<file path="src/fnd_pkg.sv">
package fnd_pkg;

    ////////////////////////////////////////////////////////////
    // widths
    ////////////////////////////////////////////////////////////

    localparam int COUNT_W     = 16;  // displayed hex count
    localparam int NIBBLE_W    = 4;   // one hex digit
    localparam int DIGIT_COUNT = 4;   // fnd digits on the board
    localparam int SEG_W       = 8;   // a b c d e f g dp, a is msb

    ////////////////////////////////////////////////////////////
    // data types
    ////////////////////////////////////////////////////////////

    typedef logic [COUNT_W-1:0]  count_t;
    typedef logic [NIBBLE_W-1:0] nibble_t;
    typedef logic [SEG_W-1:0]    seg_t;    // 0 lights the segment

    // scan state, encoded directly as the active-low common lines
    typedef enum logic [DIGIT_COUNT-1:0] {
        COM_D0 = 4'b1110,  // count[3:0]
        COM_D1 = 4'b1101,  // count[7:4]
        COM_D2 = 4'b1011,  // count[11:8]
        COM_D3 = 4'b0111   // count[15:12]
    } com_e;

    // counting direction, same sense as the down_up level
    typedef enum logic {
        DIR_UP   = 1'b0,
        DIR_DOWN = 1'b1
    } dir_e;

endpackage

</file>
<file path="src/tick_divider.sv">
module tick_divider #(
    parameter int DIV_BITS = 17
) (
    input  logic clk,
    input  logic reset_p,
    output logic tick
);

    logic [DIV_BITS-1:0] div_cnt;  // free-running prescaler
    logic                msb_cur;  // sampled top bit
    logic                msb_old;  // previous sample

    always_ff @(posedge clk or posedge reset_p) begin
        if (reset_p) begin
            div_cnt <= '0;
        end else begin
            div_cnt <= div_cnt + 1'b1;
        end
    end

    // two-stage edge detector on the top prescaler bit
    always_ff @(posedge clk or posedge reset_p) begin
        if (reset_p) begin
            msb_cur <= 1'b0;
            msb_old <= 1'b0;
        end else begin
            msb_cur <= div_cnt[DIV_BITS-1];
            msb_old <= msb_cur;
        end
    end

    // rising edge only, one pulse per 2**DIV_BITS clocks
    assign tick = msb_cur & ~msb_old;

    ////////////////////////////////////////////////////////////
    // checks
    ////////////////////////////////////////////////////////////

    // tick must stay a single-cycle pulse
    a_tick_single : assert property (
        @(posedge clk) disable iff (reset_p)
        tick |=> !tick
    ) else $error("tick_divider: tick high on two cycles in a row");

endmodule

</file>
<file path="src/hex_counter.sv">
module hex_counter (
    input  logic           clk,
    input  logic           reset_p,
    input  logic           count_tick,
    input  logic           enable,
    input  fnd_pkg::dir_e  down_up,
    output fnd_pkg::count_t count
);

    localparam fnd_pkg::count_t STEP = fnd_pkg::count_t'(1);

    logic step_en;

    assign step_en = count_tick & enable;  // counting is gated by the enable level

    // wraps modulo 2**COUNT_W in both directions
    always_ff @(posedge clk or posedge reset_p) begin
        if (reset_p) begin
            count <= '0;
        end else if (step_en) begin
            case (down_up)
                fnd_pkg::DIR_UP:   count <= count + STEP;
                fnd_pkg::DIR_DOWN: count <= count - STEP;
                default:           count <= count;  // hold on an unknown direction
            endcase
        end
    end

    ////////////////////////////////////////////////////////////
    // checks
    ////////////////////////////////////////////////////////////

    // count may move only right after an enabled tick
    a_count_change : assert property (
        @(posedge clk) disable iff (reset_p)
        (count != $past(count)) |-> $past(step_en)
    ) else $error("hex_counter: count changed without an enabled tick");

endmodule

</file>
<file path="src/digit_scanner.sv">
module digit_scanner (
    input  logic                              clk,
    input  logic                              reset_p,
    input  logic                              scan_tick,
    input  fnd_pkg::count_t                   count,
    output logic [fnd_pkg::DIGIT_COUNT-1:0]   com,
    output fnd_pkg::nibble_t                  digit_value
);

    localparam int NW = fnd_pkg::NIBBLE_W;

    fnd_pkg::com_e com_state;

    ////////////////////////////////////////////////////////////
    // common line ring
    ////////////////////////////////////////////////////////////

    always_ff @(posedge clk or posedge reset_p) begin
        if (reset_p) begin
            com_state <= fnd_pkg::COM_D0;
        end else if (scan_tick) begin
            case (com_state)
                fnd_pkg::COM_D0: com_state <= fnd_pkg::COM_D1;
                fnd_pkg::COM_D1: com_state <= fnd_pkg::COM_D2;
                fnd_pkg::COM_D2: com_state <= fnd_pkg::COM_D3;
                fnd_pkg::COM_D3: com_state <= fnd_pkg::COM_D0;
                default:         com_state <= fnd_pkg::COM_D0;  // recover from a bad state
            endcase
        end
    end

    assign com = com_state;  // state encoding is already the active-low line pattern

    ////////////////////////////////////////////////////////////
    // nibble for the lit digit
    ////////////////////////////////////////////////////////////

    // registered every clock, so seg_7 trails com by one cycle
    always_ff @(posedge clk or posedge reset_p) begin
        if (reset_p) begin
            digit_value <= '0;
        end else begin
            case (com_state)
                fnd_pkg::COM_D0: digit_value <= count[0*NW +: NW];
                fnd_pkg::COM_D1: digit_value <= count[1*NW +: NW];
                fnd_pkg::COM_D2: digit_value <= count[2*NW +: NW];
                fnd_pkg::COM_D3: digit_value <= count[3*NW +: NW];
                default:         digit_value <= count[0*NW +: NW];
            endcase
        end
    end

    ////////////////////////////////////////////////////////////
    // checks
    ////////////////////////////////////////////////////////////

    // exactly one digit driven at any time
    a_com_onehot : assert property (
        @(posedge clk) disable iff (reset_p)
        $onehot(~com)
    ) else $error("digit_scanner: com does not have exactly one line low");

endmodule

</file>
<file path="src/seg7_decoder.sv">
module seg7_decoder (
    input  fnd_pkg::nibble_t digit_value,
    output fnd_pkg::seg_t    seg_7
);

    // bit order a b c d e f g dp, 0 lights the segment, dp always off
    always_comb begin
        case (digit_value)
            4'h0:    seg_7 = 8'h03;
            4'h1:    seg_7 = 8'h9F;
            4'h2:    seg_7 = 8'h25;
            4'h3:    seg_7 = 8'h0D;
            4'h4:    seg_7 = 8'h99;
            4'h5:    seg_7 = 8'h49;
            4'h6:    seg_7 = 8'h41;
            4'h7:    seg_7 = 8'h1B;
            4'h8:    seg_7 = 8'h01;
            4'h9:    seg_7 = 8'h19;
            4'hA:    seg_7 = 8'h11;  // upper case A
            4'hB:    seg_7 = 8'hC1;  // lower case b
            4'hC:    seg_7 = 8'h63;
            4'hD:    seg_7 = 8'h85;  // lower case d
            4'hE:    seg_7 = 8'h61;
            4'hF:    seg_7 = 8'h71;
            default: seg_7 = 8'hFF;  // blank
        endcase
    end

endmodule

</file>
<file path="src/fnd_counter_top.sv">
module fnd_counter_top #(
    parameter int COUNT_DIV_BITS = 22,  // count rate prescaler
    parameter int SCAN_DIV_BITS  = 17   // digit scan prescaler
) (
    input  logic                            clk,
    input  logic                            reset_p,
    input  logic                            enable,
    input  fnd_pkg::dir_e                   down_up,
    output fnd_pkg::count_t                 count,
    output logic [fnd_pkg::DIGIT_COUNT-1:0] com,
    output fnd_pkg::seg_t                   seg_7
);

    logic             count_tick;
    logic             scan_tick;
    fnd_pkg::nibble_t digit_value;

    ////////////////////////////////////////////////////////////
    // rate generation
    ////////////////////////////////////////////////////////////

    tick_divider #(.DIV_BITS(COUNT_DIV_BITS)) i_count_div (
        .clk     (clk),
        .reset_p (reset_p),
        .tick    (count_tick)
    );

    tick_divider #(.DIV_BITS(SCAN_DIV_BITS)) i_scan_div (
        .clk     (clk),
        .reset_p (reset_p),
        .tick    (scan_tick)
    );

    ////////////////////////////////////////////////////////////
    // counter to display path
    ////////////////////////////////////////////////////////////

    hex_counter i_counter (
        .clk        (clk),
        .reset_p    (reset_p),
        .count_tick (count_tick),
        .enable     (enable),
        .down_up    (down_up),
        .count      (count)
    );

    digit_scanner i_scanner (
        .clk         (clk),
        .reset_p     (reset_p),
        .scan_tick   (scan_tick),
        .count       (count),
        .com         (com),
        .digit_value (digit_value)
    );

    seg7_decoder i_decoder (
        .digit_value (digit_value),
        .seg_7       (seg_7)
    );

endmodule

</file>
<file path="config.mk">
export PLATFORM = sky130hd
export DESIGN_NAME = fnd_counter_top
export DESIGN_NICKNAME = d
export VERILOG_FILES = /design/src/fnd_pkg.sv /design/src/tick_divider.sv /design/src/hex_counter.sv /design/src/digit_scanner.sv /design/src/seg7_decoder.sv /design/src/fnd_counter_top.sv
export SDC_FILE = /design/constraint.sdc
export NUM_CORES = 1
export LEC_CHECK = 0
export ABC_AREA = 1
export BUFFER_PORTS_ARGS = -buffer_cell sky130_fd_sc_hd__buf_2
export CORE_MARGIN = 4
export CORE_UTILIZATION = 35
export CTS_BUF_LIST = sky130_fd_sc_hd__clkbuf_16
export CTS_CLUSTER_SIZE = 30
export DETAILED_ROUTE_END_ITERATION = 7
export SLEW_MARGIN = 10
export SYNTH_ARGS = -nofsm -noshare
export SYNTH_HDL_FRONTEND = slang
export SYNTH_SLANG_ARGS = --single-unit
</file>
<file path="constraint.sdc">
create_clock -name clk -period 4.9 [get_ports clk]
set_clock_uncertainty 0.15 [all_clocks]
set_input_delay 0 -clock clk [delete_from_list [all_inputs] [get_ports clk]]
set_output_delay 0 -clock clk [all_outputs]
set_load 0.05 [all_outputs]
</file>
==> results.json <==
{
  "finalCritPeriodShare": 0.400,
  "grt_pass1_wl_um": 14200,
  "hold_path.class": "primary input to flop",
  "dieArea_um2": 13100,
  "cpPeakStageDelay_ns": 0.40,
  "avgRoutedWirePerCell_um": 12.2,
  "synth_seq_area_share": 0.423,
  "regArea_um2": 1680,
  "cts_tree": "built",
  "drt_iter0_markers": 174,
  "syn_area_um2": 3980,
  "ir_drop_mv": 0.176,
  "r2r_slack_ns": 2.94,
  "start_util": 0.362,
  "worstSkewPairLatency_ns": 0.33,
  "cts_max_path_buffers": 2,
  "crit_fanout": 5,
  "cp_data_arrival_time_ns": 1.81,
  "leakagePower_nw": 2.39,
  "die_h_um": 115,
  "max_freq_mhz": 510,
  "fin_crit_ns": 1.96,
  "vias": 3146,
  "yosys_warnings": 0,
  "grt_pass1_vias": 3025,
  "grt_max_degree": 68,
  "maxCapViolCount": 0,
  "area_growth_pct": 15.8,
  "rr_worst_depth": 7,
  "crit_chain": "inv_1 > ha_1 > or2_2 > o211ai_1 > o311ai_0 > buf_2",
  "worstHoldPathCells": 5,
  "io_pins": 32,
  "timing.rr.end": "i_counter.count[7]$_DFFE_PP0P_",
  "synth_area_per_cell_um2": 8.16,
  "multi_input_area_um2": 1990,
  "coreArea_um2": 11000,
  "placed_cell_area_um2": 4280,
  "hold_end": "i_counter.count[1]$_DFFE_PP0P_",
  "cts_max_level": 3,
  "diodes": 0,
  "rows": 38,
  "grt.overflow.total": 0,
  "via_per_inst": 4.70,
  "setup_tns_ns": 0,
  "cp.required_ns": 4.75,
  "met2_usage": 0.217,
  "layout-drive-gt1-share": 0.136,
  "critPathCaptureType": "primary output",
  "hp-start": "enable",
  "clkSinkCount": 67,
  "netlist_instances": 487,
  "cts_setup_buffers": 0,
  "nNetsFinal": 550,
  "synth_nets": 512,
  "port_buffers": 30,
  "track_usage": 0.135,
  "critPathKind": "flop to primary output",
  "crit_slowest_cell": "dfrtp_1",
  "start_kind": "flop",
  "dpl.hpwl_um": 6200,
  "r2r_start": "i_counter.count[2]$_DFFE_PP0P_",
  "setup_violations": 0,
  "drcViolationCount": 0,
  "grt_setup_unrepaired": "false",
  "wl_um": 8160,
  "firstDrtPassIters": 4,
  "numCtsBuffers": 9,
  "cts.clk_slew.worst_paths_ns": 0.06,
  "fill_cells": 1103,
  "cts_root_buffer": "clkbuf_16",
  "p_per_area_nw_per_um2": 278,
  "top_usage_layer": "met2",
  "setup_ws_ns": 2.94,
  "die_x_um": 115,
  "antenna_found_initial": 0,
  "slew_headroom": 0.453,
  "utilization": 0.419,
  "design_area_um2": 4600,
  "gr-usage-met3": 0.0354,
  "status": "complete, no violations",
  "hold_violations": 0,
  "met1_usage": 0.177,
  "drtAntennaViolNets": 0,
  "drv_slew": 0,
  "worstMarginPinSlew_ns": 0.820,
  "synth_cell_type_count": 39,
  "yosys_register_bits": 67,
  "gp_congestion": 0.849,
  "dp_worst_setup_slack_ns": 2.95
}
[per-layer routing]
metal	routed length, µm	share of wire
met5	0	0
met4	126	0.015
met3	408	0.050
met2	3840	0.47
met1	3790	0.46
[sequential cells by signal, summed over array words and instances, names as in the netlist]
name	cells
i_count_div.msb_old	1
i_scan_div.msb_cur	1
i_counter.count	16
i_count_div.div_cnt	22
i_scanner.com	4
i_scanner.digit_value	4
i_count_div.msb_cur	1
i_scan_div.msb_old	1
i_scan_div.div_cnt	17
[per-stage QoR]
step                      power (W)  hold slack [ns]  cells
after detailed placement   0.000620            0.153    653
after global routing        0.00132           0.0949    670
after global placement     0.000620            0.140    653
final                       0.00128           0.0557    670
after CTS                   0.00129           0.0611    670
after floorplan            0.000606            0.121    487
[synthesized netlist by cell type, drive strengths merged]
| master | count | area share |
|---|---|---|
| fa | 1 | 0.0050 |
| nand4 | 6 | 0.0094 |
| nand3b | 4 | 0.0076 |
| dfstp | 3 | 0.020 |
| clkbuf | 2 | 0.0019 |
| nor3 | 15 | 0.034 |
| nor4 | 1 | 0.0016 |
| o22a | 1 | 0.0022 |
| xor2 | 21 | 0.046 |
| inv | 74 | 0.070 |
| o22ai | 2 | 0.0031 |
| and3 | 1 | 0.0016 |
| xnor2 | 17 | 0.037 |
| o311ai | 1 | 0.0022 |
| nand3 | 39 | 0.058 |
| dfrtp | 64 | 0.40 |
| o2111ai | 4 | 0.0088 |
| conb | 1 | 0.00094 |
| a32o | 1 | 0.0025 |
| nand2 | 146 | 0.14 |
| ha | 20 | 0.063 |
| buf | 3 | 0.0044 |
| and2 | 2 | 0.0031 |
| o211ai | 3 | 0.0057 |
| o31ai | 1 | 0.0019 |
| a21oi | 8 | 0.010 |
| or2 | 6 | 0.0094 |
| nor2 | 30 | 0.036 |
| o21ai | 10 | 0.013 |
[worst max-delay path, delay by kind of cell (launching register included)]
family,cells,cell delay [ns]
buffers and inverters,2,0.32
AO/OA/AOI/OAI,2,0.22
adder cells (fa/ha/maj),1,0.24
AND/OR/NAND/NOR,1,0.31
flip-flops,1,0.40
[report_power, final]
group | switching [W] | leakage (nW) | total, W | internal [W]
clock network | 0.000231 | 0.159 | 0.000670 | 0.000439
registers | 0 | 0.876 | 0.000554 | 0.000554
logic | 0.0000400 | 1.35 | 0.0000564 | 0.0000164
[area by class of cell]
type,count,area share
Timing Repair Buffer,32,0.0364
Sequential cell,67,0.365
Tap cell,140,0.0381
Clock buffer,9,0.0489
Clock inverter,7,0.0185
Inverter,74,0.0603
Multi-Input combinational cell,341,0.433
[how the worst max path moves through the flow]
stage	slack, ns	from	to	depth (start not counted)
detailed placement	2.95	i_counter.count[2]$_DFFE_PP0P_	i_counter.count[7]$_DFFE_PP0P_	7
global route	2.81	i_counter.count[2]$_DFFE_PP0P_	i_counter.count[7]$_DFFE_PP0P_	7
finish	2.94	i_scanner.digit_value[1]$_DFF_PP0_	seg_7[7]	6
global placement	2.95	i_counter.count[2]$_DFFE_PP0P_	i_counter.count[7]$_DFFE_PP0P_	7
floorplan	2.33	i_scanner.digit_value[3]$_DFF_PP0_	seg_7[7]	3
CTS	2.92	i_counter.count[2]$_DFFE_PP0P_	i_counter.count[7]$_DFFE_PP0P_	7
[cell families (layout without fill, tap and decap cells)]
| kind of cell | after synthesis | in the layout | synth area share |
|---|---|---|---|
| and+or+nand+nor | 250 | 250 | 0.299 |
| buffers and inverters | 79 | 122 | 0.0762 |
| DFF | 67 | 67 | 0.423 |
| xor gates and xnor gates | 38 | 38 | 0.0837 |
| AOI/OAI and AO/OA | 31 | 31 | 0.0491 |
| adders and majority gates | 21 | 21 | 0.0680 |
| other | 1 | 1 | 0.000943 |
[what timing repair did]
action	CTS	global route
hold endpoints to repair	64	0
hold buffers	1	0
gates resized for setup	0	0
[cell usage in the layout (no fill, tap or decap), types with 2 or more instances in the layout]
| master | instances |
|---|---|
| a21oi_1 | 8 |
| and2_1 | 2 |
| buf_2 | 30 |
| bufinv_16 | 2 |
| clkbuf_16 | 9 |
| dfrtp_1 | 64 |
| dfstp_2 | 3 |
| ha_1 | 20 |
| inv_1 | 73 |
| inv_2 | 3 |
| nand2_1 | 145 |
| nand3_1 | 32 |
| nand3_2 | 7 |
| nand3b_1 | 4 |
| nand4_1 | 6 |
| nor2_1 | 24 |
| nor2_2 | 3 |
| nor2_4 | 3 |
| nor3_1 | 9 |
| nor3_4 | 5 |
| o2111ai_1 | 4 |
| o211ai_1 | 3 |
| o21ai_0 | 10 |
| o22ai_1 | 2 |
| or2_0 | 3 |
| or2_2 | 2 |
| xnor2_1 | 17 |
| xor2_1 | 21 |
Power figures use the tool's default switching activity.
